==> src/logic/media_defines.svh <==
// Widths, RAM base addresses and download index codes
// for the media and download controller
`ifndef MEDIA_DEFINES_SVH
`define MEDIA_DEFINES_SVH

// ========================================
// Bus and data widths
// ========================================
`define MEDIA_IOCTL_ADDR_W 27
`define MEDIA_IOCTL_DATA_W 16
`define MEDIA_RAM_DATA_W   32
`define MEDIA_CD_SIZE_W    30
`define MEDIA_IMG_SIZE_W   64
`define MEDIA_INDEX_W      8

// ========================================
// RAM regions for downloaded images
// ========================================
`define MEDIA_BIOS_BASE 27'h0200000
`define MEDIA_EXE_BASE  27'h0400000

// ========================================
// Host download index codes
// ========================================
`define MEDIA_IDX_BIOS 8'd0
`define MEDIA_IDX_EXE  8'd1
// Matched on the low six index bits only
`define MEDIA_IDX_CD   6'd2
`define MEDIA_IDX_SBI  8'd250

`endif

==> src/logic/media_pkg.sv <==
// Shared vector types and packed structs of the media
// and download controller
`default_nettype none

`include "media_defines.svh"

package media_pkg;

	// Plain vectors
	typedef logic [`MEDIA_IOCTL_ADDR_W-1:0] ioctl_addr_t;
	typedef logic [`MEDIA_IOCTL_DATA_W-1:0] ioctl_data_t;
	typedef logic [`MEDIA_RAM_DATA_W-1:0]   ram_word_t;
	typedef logic [`MEDIA_CD_SIZE_W-1:0]    cd_size_t;
	typedef logic [`MEDIA_IMG_SIZE_W-1:0]   img_size_t;

	// Host download bus, 53 bits
	typedef struct packed {
		logic                     download;
		logic [`MEDIA_INDEX_W-1:0] index;
		ioctl_addr_t              addr;
		ioctl_data_t              dout;
		logic                     wr;
	} ioctl_bus_t;

	// Registered download kind
	typedef struct packed {
		logic bios;
		logic exe;
		logic cd;
		logic sbi;
	} dl_flags_t;

	// Packed RAM write request
	typedef struct packed {
		logic        wr;
		ioctl_addr_t addr;
		ram_word_t   data;
	} ram_write_t;

	// Slot 1 is the CD, slots 2 and 3 the memory cards
	typedef struct packed {
		logic [3:0] mounted;
		img_size_t  size;
	} img_mount_t;

	typedef struct packed {
		logic load_req;
		logic save_req;
		logic autosave;
		logic osd_open;
	} memcard_opt_t;

	typedef struct packed {
		logic load1;
		logic load2;
		logic save;
	} memcard_cmd_t;

endpackage

`default_nettype wire

==> src/logic/download_decoder.sv <==
// Download kind decode, core reset, executable start pulse
// and libcrypt key capture
`timescale 1ns/1ps
`default_nettype none

`include "media_defines.svh"

module download_decoder
	import media_pkg::*;
(
	input  wire        clk_1x,
	input  wire        reset,
	input  wire ioctl_bus_t ioctl,
	output dl_flags_t  flags,
	output logic       core_reset,
	output logic       exe_start,
	output ioctl_data_t libcrypt_key
);

	// Exe flag of the previous cycle, for the falling edge
	logic exe_q;

	// ========================================
	// Download kind flags
	// ========================================
	always_ff @(posedge clk_1x) begin
		if (reset) begin
			flags     <= '0;
			exe_q     <= 1'b0;
			exe_start <= 1'b0;
		end else begin
			flags.bios <= ioctl.download && (ioctl.index == `MEDIA_IDX_BIOS);
			flags.exe  <= ioctl.download && (ioctl.index == `MEDIA_IDX_EXE);
			flags.cd   <= ioctl.download && (ioctl.index[5:0] == `MEDIA_IDX_CD);
			flags.sbi  <= ioctl.download && (ioctl.index == `MEDIA_IDX_SBI);
			exe_q      <= flags.exe;
			// One pulse once the executable is in RAM
			exe_start  <= exe_q && !flags.exe;
		end
	end

	// Core stays in reset while an image is loading
	assign core_reset = reset | flags.bios | flags.exe | flags.cd;

	// ========================================
	// Libcrypt key
	// ========================================
	always_ff @(posedge clk_1x) begin
		if (flags.sbi && ioctl.wr) begin
			libcrypt_key <= ioctl.dout;
		end
	end

endmodule

`default_nettype wire

==> src/logic/ram_loader.sv <==
// Packs host words into 32-bit RAM writes at the BIOS or
// executable base and stalls the host until the acknowledge
`timescale 1ns/1ps
`default_nettype none

`include "media_defines.svh"

module ram_loader
	import media_pkg::*;
(
	input  wire        clk_1x,
	input  wire        reset,
	input  wire ioctl_bus_t ioctl,
	input  wire dl_flags_t  flags,
	output ram_write_t ram_wr,
	input  wire        ram_ack,
	output logic       ioctl_wait
);

	logic        wr_q;
	ioctl_addr_t addr_q;
	ram_word_t   data_q;
	ioctl_addr_t region_base;
	logic        ram_dl;
	logic        low_half;
	logic        high_half;

	// Only BIOS and executable images go to RAM
	assign ram_dl = flags.bios | flags.exe;

	assign region_base = flags.bios ? `MEDIA_BIOS_BASE : `MEDIA_EXE_BASE;

	// Address bit 1 selects the half of the RAM word
	assign low_half  = ram_dl && ioctl.wr && !ioctl.addr[1];
	assign high_half = ram_dl && ioctl.wr && ioctl.addr[1];

	// ========================================
	// Write request and host wait
	// ========================================
	always_ff @(posedge clk_1x) begin
		if (reset) begin
			wr_q       <= 1'b0;
			ioctl_wait <= 1'b0;
		end else begin
			wr_q <= 1'b0;
			if (ram_dl) begin
				if (high_half) begin
					wr_q       <= 1'b1;
					ioctl_wait <= 1'b1;
				end
				// Host may continue once the memory took the word
				if (ram_ack) begin
					ioctl_wait <= 1'b0;
				end
			end else begin
				ioctl_wait <= 1'b0;
			end
		end
	end

	// ========================================
	// Address and data assembly
	// ========================================
	always_ff @(posedge clk_1x) begin
		if (low_half) begin
			data_q[15:0] <= ioctl.dout;
			addr_q       <= ioctl.addr + region_base;
		end
		if (high_half) begin
			data_q[31:16] <= ioctl.dout;
		end
	end

	// Address and data hold until the next write
	assign ram_wr = '{wr: wr_q, addr: addr_q, data: data_q};

endmodule

`default_nettype wire

==> src/logic/cd_image_tracker.sv <==
// CD image size, presence and source, from a download or an SD mount
`timescale 1ns/1ps
`default_nettype none

`include "media_defines.svh"

module cd_image_tracker
	import media_pkg::*;
(
	input  wire        clk_1x,
	input  wire        reset,
	input  wire ioctl_bus_t ioctl,
	input  wire dl_flags_t  flags,
	input  wire img_mount_t mount,
	output cd_size_t   cd_size,
	output logic       has_cd,
	output logic       cd_from_sd
);

	logic cd_q;
	logic dl_done;
	logic mount_cd;
	logic size_nz;

	// End of a CD download, seen on the falling cd flag
	assign dl_done  = cd_q && !flags.cd;
	assign mount_cd = mount.mounted[1];
	assign size_nz  = |mount.size;

	always_ff @(posedge clk_1x) begin
		if (reset) begin
			cd_q       <= 1'b0;
			has_cd     <= 1'b0;
			cd_from_sd <= 1'b0;
		end else begin
			cd_q <= flags.cd;
			// Mount takes priority over a finished download
			if (mount_cd) begin
				has_cd <= size_nz;
			end else if (dl_done) begin
				has_cd <= 1'b1;
			end
			if (mount_cd && size_nz) begin
				cd_from_sd <= 1'b1;
			end else if (dl_done) begin
				cd_from_sd <= 1'b0;
			end
		end
	end

	// Size of the image, last download address or mount size
	always_ff @(posedge clk_1x) begin
		if (mount_cd && size_nz) begin
			cd_size <= mount.size[`MEDIA_CD_SIZE_W-1:0];
		end else if (dl_done) begin
			cd_size <= cd_size_t'(ioctl.addr);
		end
	end

endmodule

`default_nettype wire

==> src/logic/memcard_ctrl.sv <==
// Memory card mount state and load/save pulse generation
`timescale 1ns/1ps
`default_nettype none

module memcard_ctrl
	import media_pkg::*;
(
	input  wire          clk_1x,
	input  wire          reset,
	input  wire img_mount_t   mount,
	input  wire memcard_opt_t opt,
	output logic         card1_present,
	output logic         card2_present,
	output memcard_cmd_t cmd
);

	logic size_nz;
	logic mount1;
	logic mount2;
	logic save_auto;

	// Previous cycle values for edge detection
	logic load_q;
	logic save_q;
	logic save_auto_q;

	logic load_rise;
	logic save_rise;

	assign size_nz = |mount.size;

	// Slot 2 is card 1, slot 3 is card 2
	assign mount1 = mount.mounted[2];
	assign mount2 = mount.mounted[3];

	// Autosave only fires while the menu is open
	assign save_auto = opt.autosave & opt.osd_open;

	assign load_rise = opt.load_req && !load_q;
	assign save_rise = (opt.save_req && !save_q) || (save_auto && !save_auto_q);

	// ========================================
	// Presence and pulses
	// ========================================
	always_ff @(posedge clk_1x) begin
		if (reset) begin
			card1_present <= 1'b0;
			card2_present <= 1'b0;
			cmd           <= '0;
			load_q        <= 1'b0;
			save_q        <= 1'b0;
			save_auto_q   <= 1'b0;
		end else begin
			load_q      <= opt.load_req;
			save_q      <= opt.save_req;
			save_auto_q <= save_auto;

			if (mount1) begin
				card1_present <= size_nz;
			end
			if (mount2) begin
				card2_present <= size_nz;
			end

			// Each pulse lasts a single cycle
			cmd.load1 <= (mount1 && size_nz) || load_rise;
			cmd.load2 <= (mount2 && size_nz) || load_rise;
			cmd.save  <= save_rise;
		end
	end

endmodule

`default_nettype wire

==> src/logic/media_ctrl_top.sv <==
// Top level of the media and download controller
`timescale 1ns/1ps
`default_nettype none

module media_ctrl_top
	import media_pkg::*;
(
	input  wire          clk_1x,
	input  wire          reset,
	input  wire ioctl_bus_t   ioctl,
	input  wire img_mount_t   mount,
	input  wire memcard_opt_t opt,
	input  wire          ram_ack,
	output ram_write_t   ram_wr,
	output logic         ioctl_wait,
	output logic         core_reset,
	output logic         exe_start,
	output ioctl_data_t  libcrypt_key,
	output cd_size_t     cd_size,
	output logic         has_cd,
	output logic         cd_from_sd,
	output logic         card1_present,
	output logic         card2_present,
	output memcard_cmd_t cmd
);

	// Registered download kind, shared by loader and CD tracker
	dl_flags_t flags;

	// ========================================
	// Download decode
	// ========================================
	download_decoder u_download_decoder (
		.clk_1x       (clk_1x),
		.reset        (reset),
		.ioctl        (ioctl),
		.flags        (flags),
		.core_reset   (core_reset),
		.exe_start    (exe_start),
		.libcrypt_key (libcrypt_key)
	);

	// RAM write path
	ram_loader u_ram_loader (
		.clk_1x     (clk_1x),
		.reset      (reset),
		.ioctl      (ioctl),
		.flags      (flags),
		.ram_wr     (ram_wr),
		.ram_ack    (ram_ack),
		.ioctl_wait (ioctl_wait)
	);

	// ========================================
	// Media state
	// ========================================
	cd_image_tracker u_cd_image_tracker (
		.clk_1x     (clk_1x),
		.reset      (reset),
		.ioctl      (ioctl),
		.flags      (flags),
		.mount      (mount),
		.cd_size    (cd_size),
		.has_cd     (has_cd),
		.cd_from_sd (cd_from_sd)
	);

	memcard_ctrl u_memcard_ctrl (
		.clk_1x        (clk_1x),
		.reset         (reset),
		.mount         (mount),
		.opt           (opt),
		.card1_present (card1_present),
		.card2_present (card2_present),
		.cmd           (cmd)
	);

endmodule

`default_nettype wire

==> config.mk <==
export PLATFORM = sky130hd
export DESIGN_NAME = media_ctrl_top
export DESIGN_NICKNAME = d
export VERILOG_FILES = /design/src/logic/media_pkg.sv /design/src/logic/download_decoder.sv /design/src/logic/ram_loader.sv /design/src/logic/cd_image_tracker.sv /design/src/logic/memcard_ctrl.sv /design/src/logic/media_ctrl_top.sv
export VERILOG_INCLUDE_DIRS = /design/src /design/src/logic
export SDC_FILE = /design/constraint.sdc
export NUM_CORES = 1
export LEC_CHECK = 0
export BUFFER_PORTS_ARGS = -buffer_cell sky130_fd_sc_hd__buf_2
export CAP_MARGIN = 20
export CORE_MARGIN = 1.5
export CORE_UTILIZATION = 48
export DETAILED_ROUTE_END_ITERATION = 8
export GPL_ROUTABILITY_DRIVEN = 0
export GPL_TIMING_DRIVEN = 1
export PLACE_DENSITY = 0.85
export SYNTH_ARGS = -nofsm -noshare
export SYNTH_HDL_FRONTEND = slang
export SYNTH_SLANG_ARGS = --single-unit
==> constraint.sdc <==
create_clock -name clk_1x -period 7.5 [get_ports clk_1x]
set_input_delay 1.5 -clock clk_1x [delete_from_list [all_inputs] [get_ports clk_1x]]
set_output_delay 1.5 -clock clk_1x [all_outputs]
set_load 0.02 [all_outputs]
# Yosys cells after proc, flatten, opt, wreduce, memory -nomap -nowiden
# Cells that the tools add are included.
# op_classes
add_sub_neg	1
eq_ne	3
muxes	8
n_bitwise	6
reduce_logical	31
# ops
operator	n
$reduce_or A64 Y1	1
$mux W30	2
$add A27 B27 Y27	1
$mux W23	1
$logic_and A1 B1 Y1	16
$eq A8 B1 Y1 const B	1
$eq A8 B8 Y1 const B	1
$logic_not A8 Y1	1
$eq A6 B2 Y1 const B	1
$logic_not A1 Y1	6
$mux W1	5
$or A1 B1 Y1	4
$reduce_bool A2 Y1	2
$logic_or A1 B1 Y1	3
$reduce_or A3 Y1	1
$reduce_or A2 Y1	1
$and A1 B1 Y1	1
$not A1 Y1	1
# word_totals
register_bits	124
inputBits	128
out_inout_bits	116
elab_cells	73

# Longest topological paths before layout
# Gate-level depths: netlist of run 1.
# depth
ltp_word	4
mapped_depth	6
ltp_nobuf	6

# Hierarchy
# From an unflattened synthesis of run 1, not the netlist that was laid out.
# hier_totals
cells_unflattened	261
area_unflattened_um2	4591.9
# by_module_without_submodules
mod	instances	cells_per_inst	area_per_inst_um2	seq_area_each_um2
ram_loader	1	85	1976.9	1811.7
cd_image_tracker	1	98	1515.2	960.9
download_decoder	1	34	706.9	600.6
memcard_ctrl	1	44	392.9	160.2

# Worst setup path after synthesis of run 1
# No wires, ideal clock.
# synth_path
path_type	input -> register
start	in ioctl[18] (netlist bit)
end	reg u_ram_loader.addr_q[0] (enable)
setup_time_ns	0.506
t_arrival_ns	4.693
required_ns	6.994
path_slack_ns	2.300
stages	1
n_path_buf	0
path_cell_list	nor3b_1
# synth_via
elab_chain_len	2
# synth_rtl
element	line	rtl
start: declaration	media_ctrl_top.sv:10	input wire ioctl_bus_t ioctl,
$logic_not A1 Y1	ram_loader.sv:34	assign low_half = ram_dl && ioctl.wr && !ioctl.addr[1];
$logic_and A1 B1 Y1	ram_loader.sv:34	
end signal: assignment	ram_loader.sv:67	addr_q <= ioctl.addr + region_base;
end: declaration	ram_loader.sv:21	ioctl_addr_t addr_q;
# Every way passes these cells.
# A chain may end at the register's enable or synchronous reset.

# Worst setup path after layout of run 1
# layout_path
start	in reset
end	out core_reset
# layout_via
elab_chain_len	3
# layout_rtl
element	line	rtl
start: declaration	media_ctrl_top.sv:9	input wire reset,
$or A1 B1 Y1 (3 in a row)	download_decoder.sv:43	assign core_reset = reset | flags.bios | flags.exe | flags.cd;
end: declaration	media_ctrl_top.sv:16	output logic core_reset,
# Every way passes these cells.

==> results.cfg, run 1 <==
[run_status]
status = complete, no violations

[clock_network]
cts_num_sinks = 124
cts-root-buf = clkbuf_8
tritoncts = built
cts_buffer_depth = 2
cts_resized = 0
postCtsSetupBuffers = 0
ctsHoldBuffers = 0
cts_max_level = 4
path_clk_slew_ns = 0.06
worstSkewPairLatency_ns = 0.50
tritoncts.num_buffers = 17

[route]
vias = 3224
ant_nets = 0
drc_errors = 0
wirelength_um = 11300
dr.pass1.iters = 4
wl_per_cell_um = 18.2
drt_iter0_markers = 112
viasPerCell = 5.17

[timing]
fin_skew_ns = 0.00581
final_max_slew_viol_count = 0
setup_viol = 0
hold_viol_final = 0
grt_setup_unrepaired = false
fmax_ghz = 0.277
fin_crit_ns = 3.61
fin_ws_ns = 3.89
period_share_pct = 48.1
worst_pin_slew_ns = 0.893
slew_headroom_pct = 40.5
setup_tns_ns = 0

[floorplanning]
die_h_um = 100
die_area_sq_um = 9990
pin_count = 244
fp.coreArea_sq_um = 9200
placementRows = 35
start_util_pct = 49.1
die_w_um = 100

[critical_path]
cpPeakStageDelay_ns = 0.28
crit_top_cell = buf_2
crit_buf_inv = 2
r2r-end = u_ram_loader.data_q[22]
crit_path_max_fanout = 18
worstSetupPathType = in2out
cp_top_family = buffers and inverters
reg2reg_depth = 2
cp-end-kind = output port
cp_slowest_cell = buf_2
regToRegSetupSlack_ns = 5.77
path_cells = buf_2, nor2_1, nand2_1, buf_2
cp-start-kind = primary input
required_ns = 6.00
timing.rr.start = u_download_decoder.flags[3]
worstSetupPathDepth = 4
worstPathArrival_ns = 2.11

[cells_and_area]
num-nets-final = 631
diodes = 0
final_area_sq_um = 6410
drive_gt1_share_pct = 58.3
area_growth_pct = 42.0

[pwr]
seqPwrFrac_pct = 46.1
p_per_area_nw_per_um2 = 260
pwr-share-comb_pct = 6.8
p_clk_share_pct = 47.2
p_switching_uw = 372
irDropWorstVdd_v = 0.000149
power.internal_uw = 1300
leakagePower_uw = 0.00276
swShare_pct = 22.3

[logic_synthesis]
synth_top_cell_area_share_pct = 69.9
synth_top_area_cell = edfxtp_1
ys_top_cells_by_area = edfxtp_1, dfxtp_1, mux2_4
ys_ff_latch = 124
synthTopCellsByCount = edfxtp_1, dfxtp_1, nor4_1, mux2_4
synth.most_common_cell = edfxtp_1
syn_area_sq_um = 4510
async_flop_share_pct = 0
synth_edf_count = 105
yosys_warnings = 0
synth_cells = 242
synth_cell_types = 34
postSynthAreaPerCell_sq_um = 18.6
ys_seq_area_share_pct = 78.3
synth_top_flop_cell = edfxtp_1
syn-num-nets = 373

[min_path]
min_path_type = reg2reg
min-delay-start = u_memcard_ctrl.save_q
hold_depth = 1
min_to = u_memcard_ctrl.cmd[0]

[global_route]
grt_start_max_net_pins = 31
antenna_found_initial = 0
grt_pass1_wl_um = 16900
track_usage_pct = 23.0
grt_overflow = 0
grt_pass1_vias = 3324

[placement]
hpwlAfterDp_um = 8440
place_ws_ns = 3.62
post_dp_cell_area_sq_um = 5830
port-buffer-count = 242

[flow_run]
max-cap-violations = 0
## kinds of logic (layout without fill, tap and decap cells)
kind of cell / count (synthesis) / in the layout / synth area share, %
buf+inv: 12 / 283 / 1.77
compound gates: 9 / 9 / 1.30
mux: 27 / 27 / 8.07
flops: 124 / 124 / 78.3
simple gates: 63 / 63 / 8.76
xor+xnor: 4 / 4 / 0.777
fa+ha+maj: 3 / 3 / 0.998
## registers in the layout (all words and copies together) (netlist names), 3 cells and up
register                         flops
u_ram_loader.data_q                 32
u_cd_image_tracker.cd_size          30
u_ram_loader.addr_q                 27
u_download_decoder.libcrypt_key     16
u_download_decoder.flags             4
u_memcard_ctrl.cmd                   3
## routing by layer
metal | vias to the layer above | routed length, um | GRT usage, %
met2 | 167 | 5950 | 39.4
met1 | 1570 | 4540 | 27.2
met4 | 0 | 232 | 9.97
met3 | 29 | 608 | 6.48
met5 | - | 0 | 0
li1 | 1458 | - | -
## power groups by stage
| stage | Clock [uW] | Combinational [uW] | Sequential (uW) |
|---|---|---|---|
| floorplan | 0 | 34.5 | 801 |
| global placement | 0 | 109 | 782 |
| detailed placement | 0 | 113 | 783 |
| CTS | 799 | 113 | 768 |
| global route | 835 | 121 | 769 |
| finish | 786 | 113 | 768 |
## metrics by stage
stage | hold WS [ns] | cells | power, uW | util (%)
floorplan | 0.391 | 242 | 836 | -
global placement | 0.400 | 592 | 891 | 63.4
detailed placement | 0.407 | 592 | 896 | 63.4
CTS | 0.422 | 624 | 1680 | 69.7
global route | 0.440 | 624 | 1730 | 69.7
finish | 0.420 | 624 | 1670 | 69.7
## how the worst max path moves through the flow
stage,from,endpoint
floorplan,ioctl[18],u_ram_loader.addr_q[0]
global placement,mount[4],u_cd_image_tracker.cd_size[23]
detailed placement,mount[4],u_cd_image_tracker.cd_size[2]
CTS,reset,core_reset
global route,reset,core_reset
finish,reset,core_reset
## cell type report
cell class,instances,area (sq um)
sequential,124,3530
clock buffer,17,414
tap,111,139
fill,633,2790
clock inverter,15,163
inverter,6,22.5
timing repair buffer,245,1230
multi-input combinational,106,903
## cell usage in the layout, fill, tap and decap left out, drive strengths merged, types with 2 or more instances in the layout
master and instances:
buf 245, edfxtp 105, mux2 27, dfxtp 19, nor4 19, clkbuf 17
inv 12, nor2 8, nand2 6, nor2b 6, nand4 5, nand2b 5
a21oi 5, and2 5, clkinv 4, xor2 3, clkinvlp 3, nor3b 3
a211oi 2, ha 2, bufinv 2
Power figures use the tool's default switching activity.
==> run 2, diff against run 1 <==
--- a/config.mk
+++ b/config.mk
@@ -6,14 +6,15 @@
 export SDC_FILE = /design/constraint.sdc
 export NUM_CORES = 1
 export LEC_CHECK = 0
+export ABC_AREA = 1
 export BUFFER_PORTS_ARGS = -buffer_cell sky130_fd_sc_hd__buf_2
 export CAP_MARGIN = 20
 export CORE_MARGIN = 1.5
-export CORE_UTILIZATION = 48
+export CORE_UTILIZATION = 45
 export DETAILED_ROUTE_END_ITERATION = 8
 export GPL_ROUTABILITY_DRIVEN = 0
 export GPL_TIMING_DRIVEN = 1
-export PLACE_DENSITY = 0.85
+export PLACE_DENSITY = 0.8
 export SYNTH_ARGS = -nofsm -noshare
 export SYNTH_HDL_FRONTEND = slang
 export SYNTH_SLANG_ARGS = --single-unit
==> constraint.sdc (replaced) <==
create_clock -name clk_1x -period 3.69 [get_ports clk_1x]
set_input_delay 0.738 -clock clk_1x [delete_from_list [all_inputs] [get_ports clk_1x]]
set_output_delay 0.738 -clock clk_1x [all_outputs]
set_load 0.02 [all_outputs]
==> run 2 against run 1 <==
Combinational power is 100% higher. Global-route usage shrank 0.98 points. Sequential share of layout area down 0.59 points. Setup slack got worse by 2.3 ns. Total power up 94%. Synthesized cell count up 48%. Clock skew rose by 0.0083 ns. Via count up 12%.
==> results.cfg, run 2 <==
[run_status]
status = complete, no violations

[timing]
setup_viol = 0
final_max_slew_viol_count = 0
fin_skew_ns = 0.0141
period_share_pct = 57.7
fin_ws_ns = 1.56
fmax_ghz = 0.470
setup_tns_ns = 0
slew_headroom_pct = 37.7
worst_pin_slew_ns = 0.933
grt_setup_unrepaired = false
hold_viol_final = 0
fin_crit_ns = 2.13

[floorplanning]
die_w_um = 104
start_util_pct = 46.8
fp.coreArea_sq_um = 9860
placementRows = 36
die_h_um = 104
die_area_sq_um = 10900
pin_count = 244

[global_route]
grt_start_max_net_pins = 38
grt_pass1_wl_um = 18100
antenna_found_initial = 0
grt_overflow = 0
track_usage_pct = 22.0
grt_pass1_vias = 3788

[flow_run]
max-cap-violations = 0

[logic_synthesis]
synth_cell_types = 28
synth_top_cell_area_share_pct = 68.4
syn-num-nets = 490
synth_top_area_cell = edfxtp_1
ys_ff_latch = 124
synth_edf_count = 105
async_flop_share_pct = 0
syn_area_sq_um = 4610
yosys_warnings = 0
synth.most_common_cell = edfxtp_1
synth_cells = 359
synthTopCellsByCount = edfxtp_1, nand2_1, nor2_1, nand3_1, inv_1
postSynthAreaPerCell_sq_um = 12.8
ys_seq_area_share_pct = 76.6
synth_top_flop_cell = edfxtp_1
ys_top_cells_by_area = edfxtp_1, dfxtp_1, nand2_1

[critical_path]
cp-start-kind = primary input
cpPeakStageDelay_ns = 0.26
required_ns = 2.95
cp_top_family = buffers and inverters
crit_path_max_fanout = 17
crit_buf_inv = 3
cp_slowest_cell = buf_2
crit_top_cell = buf_2
worstSetupPathType = in2out
cp-end-kind = output port
worstPathArrival_ns = 1.39
path_cells = buf_2, inv_1, nand3_1, buf_2

[cells_and_area]
diodes = 0
final_core_util_pct = 65.7
regMostFlops = u_ram_loader.data_q
num-nets-final = 744
fillers = 749
area_growth_pct = 40.5
largest_reg_flops = 32
drive_gt1_share_pct = 44.9
final_cell_mix = buf_2, edfxtp_1, nand2_1
final_common_cell = buf_2
final_area_sq_um = 6480
largest_registers = u_ram_loader.data_q (32), u_cd_image_tracker.cd_size (30), u_ram_loader.addr_q (27)

[placement]
post_dp_cell_area_sq_um = 5960
place_ws_ns = 1.09
port-buffer-count = 242
hpwlAfterDp_um = 8480

[clock_network]
cts_resized = 0
path_clk_slew_ns = 0.06
cts_max_level = 4
cts_buffer_depth = 2
tritoncts = built
cts_num_sinks = 124
postCtsSetupBuffers = 0
worstSkewPairLatency_ns = 0.51
tritoncts.num_buffers = 17
ctsHoldBuffers = 0
cts-root-buf = clkbuf_8

[pwr]
p_switching_uw = 708
pwr-share-comb_pct = 7.1
seqPwrFrac_pct = 48.3
p_clk_share_pct = 44.6
irDropWorstVdd_v = 0.000212
leakagePower_uw = 0.00293
p_per_area_nw_per_um2 = 500
swShare_pct = 21.9
power.internal_uw = 2530

[route]
drc_errors = 0
viasPerCell = 4.75
met3_length_um = 696
wl_met2_um = 6250
topRoutingLayerUsed = met4
wl_per_cell_um = 15.0
drt_iter0_markers = 228
dr.pass1.iters = 5
vias = 3604
wirelength_um = 11400
drt-met1-wl_um = 4190
ant_nets = 0

[min_path]
min_path_type = in2reg
run 2: cell types whose count changed after synthesis, moves of 5 or more:
cell      before  now
nor2b_1        5    0
nand2_1        6   82
nor4_1        18    2
mux2_4        16    0
nand2b_1       5    0
nand3_1        0   32
and2_1         5    0
mux2_1         8    0
nor2_1         8   51
inv_1          6   26
run 2: worst paths after layout:
kind	start	endpoint	slack, ns	depth (start not counted)
setup / recovery	reset	core_reset	1.56	4
hold / removal	ioctl[46]	u_download_decoder.flags[0]	0.40	2
setup reg to reg	u_download_decoder.flags[3]	u_ram_loader.addr_q[18]	1.68	5
hold reg to reg	u_download_decoder.exe_q	u_download_decoder.exe_start	0.42	2
run 2: metal layers:
layer / GRT usage [%] / vias to the layer above
li1: - / 1746
met1: 22.9 / 1670
met2: 40.6 / 167
met3: 5.64 / 21
met4: 11.4 / 0
met5: 0 / -
run 2: area by class of cell:
cell class	instances	area, sq um	area share (%)
clock inverters	13	100	1.55
repair buffers	246	1240	19.2
multi-input cells	198	917	14.2
well taps	133	166	2.57
inverters	26	97.6	1.51
clock buffers	19	422	6.51
flip-flops and latches	124	3530	54.5
run 2: stage by stage:
stage	power, uW	hold WS, ns	cells
3_3_place_gp	1810	0.414	727
5_1_grt	3330	0.384	759
6_report	3240	0.402	759
4_1_cts	3260	0.375	759
2_1_floorplan	1700	0.401	359
3_5_place_dp	1820	0.415	727
run 2: cells by family after synthesis:
group	synth area share [%]
AOI/OAI and AO/OA	1.65
xor gates and xnor gates	0.760
adders and majority gates	0.977
buffers and inverters	3.66
DFF	76.6
and+or+nand+nor	16.3
run 2: power groups by stage:
stage / Combinational [uW] / Clock (uW) / Sequential, uW
floorplan: 69.9 / 0 / 1630
global placement: 223 / 0 / 1590
detailed placement: 231 / 0 / 1590
CTS: 233 / 1460 / 1560
global route: 256 / 1510 / 1570
finish: 231 / 1440 / 1560
==> run 3, diff against run 2 <==
--- a/config.mk
+++ b/config.mk
@@ -6,15 +6,15 @@
 export SDC_FILE = /design/constraint.sdc
 export NUM_CORES = 1
 export LEC_CHECK = 0
-export ABC_AREA = 1
+export ABC_AREA = 0
 export BUFFER_PORTS_ARGS = -buffer_cell sky130_fd_sc_hd__buf_2
 export CAP_MARGIN = 20
 export CORE_MARGIN = 1.5
-export CORE_UTILIZATION = 45
+export CORE_UTILIZATION = 44
 export DETAILED_ROUTE_END_ITERATION = 8
 export GPL_ROUTABILITY_DRIVEN = 0
 export GPL_TIMING_DRIVEN = 1
-export PLACE_DENSITY = 0.8
+export PLACE_DENSITY = 0.79
 export SYNTH_ARGS = -nofsm -noshare
 export SYNTH_HDL_FRONTEND = slang
 export SYNTH_SLANG_ARGS = --single-unit
==> constraint.sdc (replaced) <==
create_clock -name clk_1x -period 2.2 [get_ports clk_1x]
set_input_delay 0.44 -clock clk_1x [delete_from_list [all_inputs] [get_ports clk_1x]]
set_output_delay 0.44 -clock clk_1x [all_outputs]
set_load 0.02 [all_outputs]
==> run 3 against run 2 <==
Register-to-register slack got worse by 1.3 ns. Combinational power rose by 81%. Setup slack worse by 1.4 ns. Non-clock buffer count is 19 higher. Via count decreased by 12%. Worst hold slack worse by 0.30 ns. Global-route usage hardly changed.
==> results.cfg, run 3 (synthesis gave the netlist of run 1 again) <==
[route]
drt_iter0_markers = 151
wl_per_cell_um = 17.3
vias = 3189
wirelength_um = 11500
dr.pass1.iters = 4
ant_nets = 0
drc_errors = 0
viasPerCell = 4.79

[timing]
period_share_pct = 91.7
setup_tns_ns = 0
setup_viol = 0
fin_crit_ns = 2.02
slew_headroom_pct = 39.1
worst_pin_slew_ns = 0.914
fin_skew_ns = 0.00816
fmax_ghz = 0.496
hold_viol_final = 0
final_max_slew_viol_count = 0
hold-worst-slack_ns = 0.105
grt_setup_unrepaired = false

[cells_and_area]
num-nets-final = 651
largest_registers = u_ram_loader.data_q (32), u_cd_image_tracker.cd_size (30), u_ram_loader.addr_q (27)
drive_gt1_share_pct = 59.8
area_growth_pct = 46.2
diodes = 0
regMostFlops = u_ram_loader.data_q
final_common_cell = buf_2
final_cell_mix = buf_2, edfxtp_1, buf_4
largest_reg_flops = 32

[floorplanning]
fp.coreArea_sq_um = 9860
start_util_pct = 45.7
placementRows = 36
die_h_um = 104
die_area_sq_um = 10900
pin_count = 244
die_w_um = 104

[clock_network]
cts_num_sinks = 124
cts-root-buf = clkbuf_8
cts_max_level = 4
ctsHoldBuffers = 0
tritoncts.num_buffers = 17
tritoncts = built
cts_buffer_depth = 2
postCtsSetupBuffers = 0
worstSkewPairLatency_ns = 0.50
path_clk_slew_ns = 0.06
cts_resized = 0

[placement]
port-buffer-count = 242
hpwlAfterDp_um = 8570

[critical_path]
timing.rr.start = u_download_decoder.flags[3]
crit_path_max_fanout = 13
worstPathArrival_ns = 2.27
worstSetupPathType = in2reg
r2r-end = u_ram_loader.data_q[22]
cp-start-kind = primary input
reg2reg_depth = 2
cp-end-kind = flop
regToRegSetupSlack_ns = 0.42
required_ns = 2.45

[global_route]
grt_start_max_net_pins = 31
antenna_found_initial = 0
track_usage_pct = 22.0
grt_pass1_wl_um = 17900
grt_pass1_vias = 3250
grt_overflow = 0

[flow_run]
max-cap-violations = 0

[pwr]
p_per_area_nw_per_um2 = 836
leakagePower_uw = 0.00285
irDropWorstVdd_v = 0.000404
totalPowerFinal_uw = 5520

[min_path]
min_to = u_ram_loader.ioctl_wait
min_path_type = in2reg
min-delay-start = ram_ack
hold_depth = 2

[run_status]
status = complete, no violations
## run 3: cell count changes in the layout (fill, tap and decap cells not counted), moves of 4 or more
cell and change:
nor2_1 -42, mux2_1 +8, inv_1 -20, nand2b_1 +5, buf_4 +16, mux2_4 +16, and2_1 +5, nand3_1 -32
clkinv_2 -4, nor2b_1 +5, nor4_1 +16, nand2_1 -77
## run 3: metrics by stage
stage / setup WS [ns] / std cells / util [%] / area (sq um)
detailed placement: -0.372 / 634 / 61.4 / 6060
global route: 0.0922 / 666 / 66.9 / 6600
finish: 0.183 / 666 / 66.9 / 6600
floorplan: 0.0357 / 242 / - / 4530
CTS: 0.154 / 666 / 66.9 / 6600
global placement: -0.226 / 634 / 61.4 / 6060
## run 3: per-layer routing
layer	part of all wire [%]	track usage, %	up-vias
li1	-	-	1502
met3	5.9	5.64	18
met4	2.0	8.93	0
met1	39	26.0	1512
met2	53	38.3	157
met5	0	0	-
## run 3: area by class of cell
cell class	instances	area, sq um
Clock buffer	17	414
Clock inverter	15	121
Fill cell	695	3270
Inverter	6	22.5
Multi-Input combinational cell	106	917
Sequential cell	124	3530
Tap cell	133	166
Timing Repair Buffer	265	1420
## run 3: report_power, final
group	internal (uW)	switching, uW
Sequential	2610	15.4
Combinational	207	212
Clock	1490	988
## run 3: worst max-delay path: stages
cell and delay [ns]:
buf_2 0.12, nor4_1 0.40, nand4_1 0.31, nor4_4 0.30
or2b_4 0.19, buf_12 0.16, mux2_1 0.34
## run 3: worst max-delay path by stage
stage	from	slack, ns	depth (start not counted)	to
floorplan	mount[54]	0.04	6	u_cd_image_tracker.cd_size[19]
global placement	mount[4]	-0.23	7	u_cd_image_tracker.cd_size[8]
detailed placement	mount[4]	-0.37	7	u_cd_image_tracker.cd_size[24]
CTS	mount[4]	0.15	7	u_cd_image_tracker.cd_size[20]
global route	mount[4]	0.09	7	u_cd_image_tracker.cd_size[8]
finish	mount[4]	0.18	7	u_cd_image_tracker.cd_size[24]
